### config.mk
export PLATFORM = sky130hd
export DESIGN_NAME = ledmatrix_top
export DESIGN_NICKNAME = d
export VERILOG_FILES = /design/src/common/ledmatrix_pkg.sv /design/src/hdl/key_debounce.sv /design/src/hdl/ledmatrix_top.sv /design/src/hdl/pattern_walker.sv /design/src/ledmatrix/ledmatrix.sv /design/src/serial_tx/serial_tx.sv
export VERILOG_INCLUDE_DIRS = /design/src /design/src/common
export SDC_FILE = /design/constraint.sdc
export NUM_CORES = 1
export LEC_CHECK = 0
export BUFFER_PORTS_ARGS = -buffer_cell sky130_fd_sc_hd__buf_2
export CELL_PAD_IN_SITES_DETAIL_PLACEMENT = 1
export CELL_PAD_IN_SITES_GLOBAL_PLACEMENT = 1
export CORE_AREA = 2 2 123 125
export DETAILED_ROUTE_END_ITERATION = 7
export DIE_AREA = 0 0 125 127
export GPL_TIMING_DRIVEN = 0
export PLACE_DENSITY_LB_ADDON = 0.1
export SYNTH_ARGS = -nofsm -noshare
export SYNTH_HDL_FRONTEND = slang
export SYNTH_SLANG_ARGS = --single-unit
### constraint.sdc
create_clock -name slow_clk -period 12.8 [get_ports slow_clk]
set_input_delay 2.56 -clock slow_clk [delete_from_list [all_inputs] [get_ports slow_clk]]
set_output_delay 2.56 -clock slow_clk [all_outputs]
set_load 0.005 [all_outputs]
### src/common/ledmatrix_consts.svh
// --------------------
// widths, timing divisors and driver register values
// timing values count slow_clk cycles
// register data is sized to 8 bits, addresses to 4 bits
// --------------------
`ifndef LEDMATRIX_CONSTS_SVH
`define LEDMATRIX_CONSTS_SVH

// bus and matrix geometry
`define LEDMATRIX_BUS_BITS      16
`define LEDMATRIX_NUM_SEGS      8
`define LEDMATRIX_LEDS_PER_SEG  8

// timing in slow_clk cycles
`define LEDMATRIX_SERIAL_HALF   2
`define LEDMATRIX_SEL_GAP       2
`define LEDMATRIX_PATTERN_TICK  3000
`define LEDMATRIX_DEBOUNCE      16

// driver register addresses
`define LEDMATRIX_REG_DECODE    4'h9
`define LEDMATRIX_REG_INTENSITY 4'ha
`define LEDMATRIX_REG_SCANLIMIT 4'hb
`define LEDMATRIX_REG_SHUTDOWN  4'hc
`define LEDMATRIX_REG_DISPTEST  4'hf

// driver register values
`define LEDMATRIX_DECODE_OFF    8'h00
`define LEDMATRIX_INTENSITY     8'h07
`define LEDMATRIX_SCAN_ALL      8'h07
`define LEDMATRIX_SHUTDOWN_OFF  8'h01
`define LEDMATRIX_DISPTEST_OFF  8'h00

`endif

### src/common/ledmatrix_pkg.sv
// --------------------
// types shared by the led matrix design and its testbench
// widths come from the consts header
// --------------------
`default_nettype none

`include "ledmatrix_consts.svh"

package ledmatrix_pkg;

	// one driver command word, addr in 11:8, data in 7:0
	typedef logic [`LEDMATRIX_BUS_BITS-1:0] bus_word_t;

	// leds of one matrix row
	typedef logic [`LEDMATRIX_LEDS_PER_SEG-1:0] seg_row_t;

	// whole display image
	typedef logic [`LEDMATRIX_NUM_SEGS*`LEDMATRIX_LEDS_PER_SEG-1:0] matrix_bits_t;

	// driver register address
	typedef logic [3:0] digit_addr_t;

	// word sequencer states
	typedef enum logic [2:0] {
		SEQ_IDLE,
		SEQ_LOAD,
		SEQ_SEND,
		SEQ_GAP,
		SEQ_NEXT
	} seq_state_t;

	// serial sender states
	typedef enum logic [1:0] {
		TX_IDLE,
		TX_LOW,
		TX_HIGH,
		TX_DONE
	} tx_state_t;

endpackage

`default_nettype wire

### src/hdl/key_debounce.sv
// --------------------
// key_n is active low and asynchronous
// freeze toggles once per accepted press, release does nothing
// --------------------
`timescale 1ns/1ps
`default_nettype none

`include "ledmatrix_consts.svh"

module key_debounce (
	input  logic slow_clk,
	input  logic rst,
	input  logic key_n,
	output logic freeze
);

	localparam int CNT_W = $clog2(`LEDMATRIX_DEBOUNCE + 1);

	// two-flop synchroniser, pressed = 1
	logic [1:0] sync_q;
	// accepted key level and its previous value
	logic key_lvl;
	logic key_lvl_q;
	logic [CNT_W-1:0] stable_cnt;

	always_ff @(posedge slow_clk or posedge rst) begin
		if (rst) begin
			sync_q     <= 2'b00;
			key_lvl    <= 1'b0;
			key_lvl_q  <= 1'b0;
			stable_cnt <= '0;
			freeze     <= 1'b0;
		end else begin
			sync_q    <= {sync_q[0], ~key_n};
			key_lvl_q <= key_lvl;
			// restart count on every bounce back to the accepted level
			if (sync_q[1] == key_lvl) begin
				stable_cnt <= '0;
			end else if (stable_cnt == CNT_W'(`LEDMATRIX_DEBOUNCE - 1)) begin
				key_lvl    <= sync_q[1];
				stable_cnt <= '0;
			end else begin
				stable_cnt <= stable_cnt + 1'b1;
			end
			// rising accepted press
			if (key_lvl && !key_lvl_q)
				freeze <= ~freeze;
		end
	end

endmodule

`default_nettype wire

### src/hdl/ledmatrix_top.sv
// --------------------
// single clock domain, rst is asynchronous active high
// led outputs are active low like the board leds
// --------------------
`timescale 1ns/1ps
`default_nettype none

module ledmatrix_top (
	input  logic       slow_clk,
	input  logic       rst,
	input  logic       key_n,
	output logic [1:0] led,
	output logic       mat_dat,
	output logic       mat_sel,
	output logic       mat_clk
);

	import ledmatrix_pkg::*;

	logic         freeze;
	logic         update;
	matrix_bits_t pattern;
	logic         bus_enable;
	logic         bus_ready;
	logic         next_word;
	bus_word_t    bus_data;

	// --------------------
	// key and image source
	key_debounce u_key (
		.slow_clk (slow_clk),
		.rst      (rst),
		.key_n    (key_n),
		.freeze   (freeze)
	);

	pattern_walker u_pattern (
		.slow_clk (slow_clk),
		.rst      (rst),
		.pattern  (pattern)
	);

	// --------------------
	// word sequencer and serial sender
	ledmatrix #(.TRANSPOSE(1'b1)) u_matrix (
		.slow_clk   (slow_clk),
		.rst        (rst),
		.update     (update),
		.pattern    (pattern),
		.bus_ready  (bus_ready),
		.next_word  (next_word),
		.bus_enable (bus_enable),
		.bus_data   (bus_data),
		.mat_sel    (mat_sel)
	);

	serial_tx u_tx (
		.slow_clk   (slow_clk),
		.rst        (rst),
		.bus_enable (bus_enable),
		.bus_data   (bus_data),
		.bus_ready  (bus_ready),
		.next_word  (next_word),
		.mat_clk    (mat_clk),
		.mat_dat    (mat_dat)
	);

	// frames run while not frozen
	assign update = ~freeze;

	// status, low = sender busy / updating
	assign led[0] = bus_ready;
	assign led[1] = ~update;

endmodule

`default_nettype wire

### src/hdl/pattern_walker.sv
// --------------------
// walking-one image, one step per pattern tick
// starts with bit 0 set after reset
// --------------------
`timescale 1ns/1ps
`default_nettype none

`include "ledmatrix_consts.svh"

module pattern_walker (
	input  logic                        slow_clk,
	input  logic                        rst,
	output ledmatrix_pkg::matrix_bits_t pattern
);

	import ledmatrix_pkg::*;

	localparam int TICK_W = $clog2(`LEDMATRIX_PATTERN_TICK);

	logic [TICK_W-1:0] tick_cnt;
	// one-cycle step enable
	logic step;

	// --------------------
	// tick divider
	always_ff @(posedge slow_clk or posedge rst) begin
		if (rst) begin
			tick_cnt <= '0;
			step     <= 1'b0;
		end else begin
			step <= (tick_cnt == TICK_W'(`LEDMATRIX_PATTERN_TICK - 1));
			if (tick_cnt == TICK_W'(`LEDMATRIX_PATTERN_TICK - 1))
				tick_cnt <= '0;
			else
				tick_cnt <= tick_cnt + 1'b1;
		end
	end

	// --------------------
	// rotate left, top bit wraps to bit 0
	always_ff @(posedge slow_clk or posedge rst) begin
		if (rst)
			pattern <= matrix_bits_t'(1);
		else if (step)
			pattern <= {pattern[$bits(matrix_bits_t)-2:0], pattern[$bits(matrix_bits_t)-1]};
	end

endmodule

`default_nettype wire

### src/ledmatrix/ledmatrix.sv
// --------------------
// five init words once after reset, then frames of eight row words
// image is sampled at frame start only
// update low holds off the next frame, never the current one
// --------------------
`timescale 1ns/1ps
`default_nettype none

`include "ledmatrix_consts.svh"

module ledmatrix #(
	parameter bit TRANSPOSE = 1'b1
) (
	input  logic                        slow_clk,
	input  logic                        rst,
	input  logic                        update,
	input  ledmatrix_pkg::matrix_bits_t pattern,
	input  logic                        bus_ready,
	input  logic                        next_word,
	output logic                        bus_enable,
	output ledmatrix_pkg::bus_word_t    bus_data,
	output logic                        mat_sel
);

	import ledmatrix_pkg::*;

	localparam int NUM_INIT  = 5;
	localparam int LAST_WORD = NUM_INIT + `LEDMATRIX_NUM_SEGS - 1;

	seq_state_t   state;
	// 0..4 init words, 5..12 digit words
	logic [3:0]   widx;
	logic         init_done;
	logic [3:0]   gap_cnt;
	matrix_bits_t frame_bits;

	logic         start_frame;
	logic [2:0]   row_idx;
	digit_addr_t  digit;
	seg_row_t     row_bits;
	bus_word_t    load_word;

	assign start_frame = (state == SEQ_IDLE) && init_done && update;

	// --------------------
	// word selection and row mapping
	always_comb begin
		row_idx = 3'(widx - 4'd5);
		digit   = digit_addr_t'(widx - 4'd4);
		for (int j = 0; j < `LEDMATRIX_LEDS_PER_SEG; j++) begin
			// column mapping, one bit out of each byte
			if (TRANSPOSE)
				row_bits[j] = frame_bits[`LEDMATRIX_NUM_SEGS * j + row_idx];
			else
				row_bits[j] = frame_bits[`LEDMATRIX_LEDS_PER_SEG * row_idx + j];
		end
		case (widx)
			4'd0:    load_word = {4'h0, `LEDMATRIX_REG_DECODE, `LEDMATRIX_DECODE_OFF};
			4'd1:    load_word = {4'h0, `LEDMATRIX_REG_INTENSITY, `LEDMATRIX_INTENSITY};
			4'd2:    load_word = {4'h0, `LEDMATRIX_REG_SCANLIMIT, `LEDMATRIX_SCAN_ALL};
			4'd3:    load_word = {4'h0, `LEDMATRIX_REG_SHUTDOWN, `LEDMATRIX_SHUTDOWN_OFF};
			4'd4:    load_word = {4'h0, `LEDMATRIX_REG_DISPTEST, `LEDMATRIX_DISPTEST_OFF};
			// digit registers 1..8
			default: load_word = {4'h0, digit, row_bits};
		endcase
	end

	// --------------------
	// sequencer fsm
	always_ff @(posedge slow_clk or posedge rst) begin
		if (rst) begin
			state      <= SEQ_IDLE;
			widx       <= '0;
			init_done  <= 1'b0;
			gap_cnt    <= '0;
			bus_enable <= 1'b0;
			mat_sel    <= 1'b1;
		end else begin
			case (state)
				SEQ_IDLE: begin
					if (!init_done) begin
						widx  <= '0;
						state <= SEQ_LOAD;
					end else if (update) begin
						widx  <= 4'(NUM_INIT);
						state <= SEQ_LOAD;
					end
				end
				// wait for the sender, then select low with enable
				SEQ_LOAD: begin
					if (bus_ready) begin
						bus_enable <= 1'b1;
						mat_sel    <= 1'b0;
						state      <= SEQ_SEND;
					end
				end
				SEQ_SEND: begin
					if (next_word) begin
						// one word per transfer
						bus_enable <= 1'b0;
					end else if (!bus_enable && bus_ready) begin
						// rising select latches the word
						mat_sel <= 1'b1;
						gap_cnt <= '0;
						state   <= SEQ_GAP;
					end
				end
				SEQ_GAP: begin
					if (gap_cnt == 4'(`LEDMATRIX_SEL_GAP - 1))
						state <= SEQ_NEXT;
					else
						gap_cnt <= gap_cnt + 1'b1;
				end
				SEQ_NEXT: begin
					if (widx == 4'(NUM_INIT - 1)) begin
						init_done <= 1'b1;
						state     <= SEQ_IDLE;
					end else if (widx == 4'(LAST_WORD)) begin
						// frame done, idle decides on the next one
						state <= SEQ_IDLE;
					end else begin
						widx  <= widx + 1'b1;
						state <= SEQ_LOAD;
					end
				end
				default: state <= SEQ_IDLE;
			endcase
		end
	end

	// --------------------
	// payload registers
	always_ff @(posedge slow_clk) begin
		// one consistent image per frame
		if (start_frame)
			frame_bits <= pattern;
		if (state == SEQ_LOAD)
			bus_data <= load_word;
	end

endmodule

`default_nettype wire

### src/serial_tx/serial_tx.sv
// --------------------
// msb first, data changes while mat_clk is low
// bus_data is taken in the idle cycle that sees bus_enable
// clock and data lines rest low
// --------------------
`timescale 1ns/1ps
`default_nettype none

`include "ledmatrix_consts.svh"

module serial_tx (
	input  logic                     slow_clk,
	input  logic                     rst,
	input  logic                     bus_enable,
	input  ledmatrix_pkg::bus_word_t bus_data,
	output logic                     bus_ready,
	output logic                     next_word,
	output logic                     mat_clk,
	output logic                     mat_dat
);

	import ledmatrix_pkg::*;

	localparam int HALF_W = $clog2(`LEDMATRIX_SERIAL_HALF + 1);
	localparam int BIT_W  = $clog2(`LEDMATRIX_BUS_BITS);

	tx_state_t         state;
	logic [HALF_W-1:0] half_cnt;
	logic [BIT_W-1:0]  bit_cnt;
	bus_word_t         shift_q;

	logic accept;
	logic half_done;
	logic last_bit;

	assign bus_ready = (state == TX_IDLE);
	assign accept    = bus_ready && bus_enable;
	assign half_done = (half_cnt == HALF_W'(`LEDMATRIX_SERIAL_HALF - 1));
	assign last_bit  = (bit_cnt == BIT_W'(`LEDMATRIX_BUS_BITS - 1));

	// --------------------
	// line outputs
	assign mat_clk = (state == TX_HIGH);
	assign mat_dat = (state == TX_LOW || state == TX_HIGH) ? shift_q[$bits(bus_word_t)-1] : 1'b0;

	// --------------------
	// control fsm
	always_ff @(posedge slow_clk or posedge rst) begin
		if (rst) begin
			state     <= TX_IDLE;
			half_cnt  <= '0;
			bit_cnt   <= '0;
			next_word <= 1'b0;
		end else begin
			// pulse only in the cycle after acceptance
			next_word <= 1'b0;
			case (state)
				TX_IDLE: begin
					if (accept) begin
						next_word <= 1'b1;
						half_cnt  <= '0;
						bit_cnt   <= '0;
						state     <= TX_LOW;
					end
				end
				TX_LOW: begin
					if (half_done) begin
						half_cnt <= '0;
						state    <= TX_HIGH;
					end else begin
						half_cnt <= half_cnt + 1'b1;
					end
				end
				TX_HIGH: begin
					if (half_done) begin
						half_cnt <= '0;
						if (last_bit) begin
							state <= TX_DONE;
						end else begin
							bit_cnt <= bit_cnt + 1'b1;
							state   <= TX_LOW;
						end
					end else begin
						half_cnt <= half_cnt + 1'b1;
					end
				end
				// one quiet cycle before ready again
				TX_DONE: state <= TX_IDLE;
				default: state <= TX_IDLE;
			endcase
		end
	end

	// --------------------
	// shift register, moves on at the end of each high half
	always_ff @(posedge slow_clk) begin
		if (accept)
			shift_q <= bus_data;
		else if (state == TX_HIGH && half_done)
			shift_q <= shift_q << 1;
	end

endmodule

`default_nettype wire

**After elaboration in Yosys (flattened, before gate mapping)**

Index checks and enable logic that the tools add are counted.

- Register bits after elaboration: 206
- Output and inout bits: 5
- Input port bits: 3
- Logic and storage cells: 169

- Equality and inequality tests: 31
- Add/sub/neg operators: 15
- Bitwise gates (word level): 3
- Order comparisons: 8
- Reductions and logical operators: 29
- Muxes and demuxes: 62

Operators with widths:

| cell | number |
|---|---|
| 32-bit by 7-bit < comparator with 1-bit output, second input constant | 7 |
| 12-bit case mux with 5 select lines | 1 |
| 1-bit binary-select mux with 6-bit select | 7 |
| 4-bit two-way mux | 10 |
| 16-bit two-way mux | 2 |
| 6-bit by 3-bit adder with 7-bit output, first input constant | 4 |
| 4-bit case mux with 2 select lines | 3 |
| 3-bit two-way mux | 7 |
| 1-bit two-way mux | 17 |
| 4-bit AND reduction | 4 |
| 3-bit case mux with 5 select lines | 1 |
| 2-bit by 1-bit != test with 1-bit output, second input constant | 7 |
| 12-bit by 1-bit adder with 12-bit output, second input constant | 1 |
| 4-bit by 1-bit adder with 4-bit output, second input constant | 3 |
| 5-bit by 3-bit adder with 6-bit output, first input constant | 2 |
| 12-bit equality test, second input constant | 1 |
| 12-bit two-way mux | 1 |
| 2-bit two-way mux | 6 |
| 2-bit nonzero test | 6 |
| 5-bit two-way mux | 2 |
| 2-bit != test, second input constant | 5 |
| 4-bit by 1-bit equality test with 1-bit output, second input constant | 2 |
| 4-bit by 2-bit equality test with 1-bit output, second input constant | 2 |
| 4-bit equality test, second input constant | 2 |
| other kinds (30) | 45 |

**Longest topological paths before layout**

- Depth after elaboration: 5
- Depth in mapped cells: 8
- Mapped depth without buffers: 6

**Hierarchy**

A second synthesis with hierarchy kept.

- Cells, all modules: 541
- Area, all modules: 8480.6 um^2

Modules (own cells, without submodules):

| module | cells each | instances | area an instance (um^2) |
|---|---|---|---|
| ledmatrix | 229 | 1 | 3865.0 |
| pattern_walker | 190 | 1 | 2977.9 |
| serial_tx | 90 | 1 | 1243.7 |
| key_debounce | 29 | 1 | 375.4 |
| ledmatrix_top | 3 | 1 | 18.8 |

**Least setup slack after synthesis**

OpenSTA, ideal clock, no wires.

- Path type: flip-flop to flip-flop
- Start: register u_matrix.state[1]
- End: register u_matrix.frame_bits[0], enable pin
- Arrival time: 3719 ps
- Path slack: 8588 ps
- Clock period less this slack: 4212 ps
- Data required time: 12307 ps
- Cell stages (with the launch flop): 4
- Path through: dfrtp_1 > buf_2 > nor4b_1 > nor2b_1

- Word-level cells in the longest chain between the ends: 3

Ends and longest elaborated chain:

| item | line | RTL |
|---|---|---|
| from (decl) | ledmatrix.sv:30 | `seq_state_t state;` |
| from (signal assigned) | ledmatrix.sv:72 | `state <= SEQ_IDLE;` |
| from (signal assigned) | ledmatrix.sv:83 | `state <= SEQ_LOAD;` |
| from (signal assigned) | ledmatrix.sv:86 | `state <= SEQ_LOAD;` |
| 3-bit zero test | ledmatrix.sv:43 | `assign start_frame = (state == SEQ_IDLE) && init_done && update;` |
| 1-bit logical AND (2 in series) | ledmatrix.sv:43 |  |
| named net u_matrix.start_frame | ledmatrix.sv:37 | `logic start_frame;` |
| to (signal assigned) | ledmatrix.sv:136 | `frame_bits <= pattern;` |
| to (decl) | ledmatrix.sv:35 | `matrix_bits_t frame_bits;` |

The timed path passes the listed nets, and every way through them passes these cells.
A chain may end at the register's enable or synchronous reset.

**Worst setup path in the final report**

- Start: register u_tx.state[0]
- End: output port mat_dat

- Word-level cells in the longest chain between the ends: 3
- Elaborated cells on any way between the ends: 4

Ends and longest elaborated chain:

| item | line | RTL |
|---|---|---|
| from (decl) | serial_tx.sv:27 | `tx_state_t state;` |
| from (signal assigned) | serial_tx.sv:50 | `state <= TX_IDLE;` |
| from (signal assigned) | serial_tx.sv:63 | `state <= TX_LOW;` |
| from (signal assigned) | serial_tx.sv:69 | `state <= TX_HIGH;` |
| 2-bit by 1-bit equality test with 1-bit output or 2-bit equality test (tied branches) | serial_tx.sv:44 | `assign mat_dat = (state == TX_LOW \|\| state == TX_HIGH) ? shift_q[$bits(bus_word_t)-1] : 1'b0;` |
| 1-bit logical OR (*) | serial_tx.sv:44 |  |
| 1-bit two-way mux (*) | serial_tx.sv:44 |  |
| to (decl) | ledmatrix_top.sv:13 | `output logic mat_dat,` |

Mark *: on every way between the ends. The rest lies on a longest branch, timed or not.

==> flow_metrics.py <==
metrics = {
    "detailed_routing": {
        "drt_iter0_drc": 222,
        "via_per_inst": 5.73,
        "ant_nets": 0,
        "wl_mm": 15.5,
        "dr_total_vias": 4341,
        "wl_per_cell_um": 20.4,
        "firstDrtPassIters": 4,
        "drc_errors": 0,
    },
    "cells_and_area": {
        "final_cell_mix": "dfrtp_1 (108), edfxtp_1 (92), mux2_2 (78)",
        "final_common_cell": "dfrtp_1",
        "final_cells": 757,
        "nNetsFinal": 578,
        "drive_above_1_share": 0.272,
        "num-fill-cells": 1300,
        "area_growth_pct": 12.8,
        "antennaDiodeCount": 0,
    },
    "pwr": {
        "power_frac_seq": 0.519,
        "ir_drop_v": 0.000194,
        "p_int_mw": 1.05,
        "clock_power_share": 0.473,
        "power_switching_mw": 0.252,
        "power_frac_comb": 0.008,
        "pwr_density_cell_nw_per_um2": 140,
        "p_sw_frac": 0.193,
        "leakage_nw": 3.70,
    },
    "placed_design": {
        "hpwl_mm": 9.70,
        "dp_cells": 719,
        "io_buffer_count": 7,
        "gp_congestion": 0.780,
    },
    "status": {
        "status": "finished, final reports clean",
    },
    "clocking": {
        "clk_latency_ns": 0.49,
        "numCtsBuffers": 21,
        "htree_levels": 1,
        "clock_sinks": 202,
        "path_clk_slew_ns": 0.06,
        "cts_tree": "done",
        "post_cts_buffers": 0,
        "cts_resized": 0,
        "cts_root_buf": "clkbuf_16",
        "cts_hold_buf": 0,
        "clk_path_buf_depth": 3,
    },
    "yosys": {
        "synth-warning-count": 0,
        "syn_area_um2": 8240,
        "synth-edff-count": 92,
        "synth.yosys.seq_area_share": 0.670,
        "synthAdderAreaFrac": 0.0258,
        "syn_nets": 545,
        "synth_compound_area_frac": 0.0437,
        "ys_types": 52,
        "synth_top_family_by_area": "multiplexers",
        "ys_ff_latch": 202,
        "synth_mux_area_frac": 0.160,
        "async_flop_share": 0.545,
        "synth_simple_gate_area_frac": 0.0657,
        "avgSynthCellArea_um2": 15.7,
        "ys.flop_type": "dfrtp_1",
        "synth_xor_area_frac": 0.0149,
        "syn_inst": 525,
    },
    "worst_setup_path": {
        "path_class": "flop to primary output",
        "required_ns": 10.24,
        "arrival_ns": 1.56,
        "cp-end-kind": "primary output",
        "worst-path-max-fanout": 3,
        "cp-start-kind": "flop",
        "rr_worst_depth": 8,
    },
    "global_route": {
        "grt_pass1_wl_mm": 26.0,
        "grt_use_total": 0.204,
        "gr-total-overflow": 0,
        "gr-usage-met2": 0.370,
        "grt_max_degree": 70,
        "grt.busiest_layer": "met2",
        "use_met1": 0.261,
        "antenna_found_initial": 0,
        "grt_pass1_vias": 4892,
        "grt_use_met3": 0.0327,
    },
    "timing": {
        "fmax_mhz": 243,
        "worstMarginPinSlew_ns": 1.08,
        "slew_viol_final": 0,
        "min_period_ns": 4.12,
        "worst_slew_margin_rel": 0.280,
        "rsz0062_at_grt": "no",
        "fin_crit_sh": 0.322,
        "fin_worst_skew_ns": 0.0165,
        "setup_viol": 0,
        "finalHoldViolations": 0,
        "tns_ns": 0,
    },
    "min_path": {
        "hold_depth": 0,
        "hp-class": "flop to flop",
    },
    "die": {
        "start_util": 0.571,
        "die_height_um": 127,
        "die_x_um": 125,
        "core_um2": 14400,
        "io-pin-count": 8,
        "row_count": 44,
        "dieArea_um2": 15900,
    },
    "run": {
        "max_cap_violations": 0,
    },
}
## metrics by stage
stage / instance area, um2 / utilization / setup WS (ns) / hold WS, ns / power (mW)
2_1_floorplan: 8240 / - / 7.34 / 0.331 / 0.695
3_3_place_gp: 8510 / 0.590 / 6.13 / 0.337 / 0.698
3_5_place_dp: 8590 / 0.596 / 9.18 / 0.354 / 0.700
4_1_cts: 9300 / 0.645 / 8.65 / 0.372 / 1.32
5_1_grt: 9300 / 0.645 / 8.59 / 0.390 / 1.34
6_report: 9300 / 0.645 / 8.68 / 0.375 / 1.30
## final timing paths
| path | startpoint | to | slack (ns) |
|---|---|---|---|
| worst min-delay path | u_key.sync_q[0]$_DFF_PP0_ | u_key.sync_q[1]$_DFF_PP0_ | 0.38 |
| worst max register to register | u_matrix.widx[0]$_DFFE_PP0P_ | u_matrix.bus_data[6]$_DFFE_PP_ | 9.71 |
| worst max-delay path | u_tx.state[0]$_DFFE_PP0P_ | mat_dat | 8.68 |
| max in group asynchronous | rst | u_pattern.pattern[0]$_DFFE_PP1P_ | 9.88 |
| min in group asynchronous | rst | u_key.sync_q[1]$_DFF_PP0_ | 2.15 |
| worst min register to register | u_key.sync_q[0]$_DFF_PP0_ | u_key.sync_q[1]$_DFF_PP0_ | 0.38 |
## critical path, cell delays in order, from the launching register on
cell,delay (ns)
dfrtp_1,0.38
inv_1,0.10
ha_1,0.33
and2_1,0.14
buf_2,0.12
## kinds of logic after synthesis
group / after synthesis
mux: 102
buf+inv: 37
simple gates: 102
fa+ha+maj: 17
compound gates: 51
xor+xnor: 14
flops: 202
## power by group through the flow
stage               Sequential, mW  Combinational [mW]  Clock (mW)
floorplan                    0.689             0.00665           0
global placement             0.689             0.00904           0
detailed placement           0.689              0.0109           0
CTS                          0.676              0.0111       0.630
global route                 0.676              0.0121       0.655
finish                       0.676              0.0105       0.617
## registers in the layout, summed over array words and instances, names as in the netlist, 3 cells and up
signal	cells
u_key.stable_cnt	5
u_matrix.bus_data	12
u_matrix.frame_bits	64
u_matrix.gap_cnt	4
u_matrix.state	3
u_matrix.widx	4
u_pattern.pattern	64
u_pattern.tick_cnt	12
u_tx.bit_cnt	4
u_tx.shift_q	16
## metal layers
metal | vias to the layer above | share of wire
met1 | 2248 | 0.43
met5 | - | 0
li1 | 2014 | -
met2 | 50 | 0.53
met4 | 0 | 0.021
met3 | 29 | 0.025
## synth_stat cells (2+ instances only)
library cell / count / area (um2)
and2_1: 9 / 56.3
a22o_1: 3 / 26.3
dfrtp_1: 108 / 2700
a2111o_1: 2 / 22.5
a221o_1: 3 / 30.0
clkbuf_1: 9 / 33.8
nand2b_1: 5 / 31.3
nor4b_1: 2 / 17.5
and4_1: 2 / 17.5
nor2b_1: 3 / 18.8
nor2_1: 29 / 109
nor3_1: 2 / 10.0
mux2i_1: 8 / 80.1
o21ai_0: 17 / 85.1
xnor2_1: 6 / 52.6
a21oi_1: 8 / 40.0
o21a_1: 3 / 22.5
nand4_1: 4 / 25.0
o211ai_1: 2 / 15.0
nor4_1: 2 / 12.5
edfxtp_1: 92 / 2760
inv_1: 17 / 63.8
mux2_2: 78 / 878
and2b_1: 2 / 15.0
nand3_1: 11 / 55.1
o31ai_1: 2 / 15.0
ha_1: 17 / 213
or3_1: 2 / 12.5
xor2_1: 8 / 70.1
buf_2: 5 / 25.0
a211oi_1: 3 / 22.5
nand2_1: 18 / 67.6
mux4_2: 16 / 360
and3_1: 4 / 25.0
buf_4: 4 / 30.0
o21bai_1: 2 / 15.0
dfstp_2: 2 / 52.6
## cell type report
| type | instances | area, um2 | share of cell area |
|---|---|---|---|
| well taps | 184 | 230 | 0.0248 |
| inverters | 17 | 66.3 | 0.00713 |
| multi-input cells | 286 | 2560 | 0.276 |
| flip-flops and latches | 202 | 5520 | 0.593 |
| clock inverters | 12 | 141 | 0.0152 |
| clock buffers | 26 | 564 | 0.0607 |
| repair buffers | 10 | 110 | 0.0118 |
| plain buffers | 20 | 104 | 0.0112 |
Note: power is estimated with default switching activity, not from simulation.
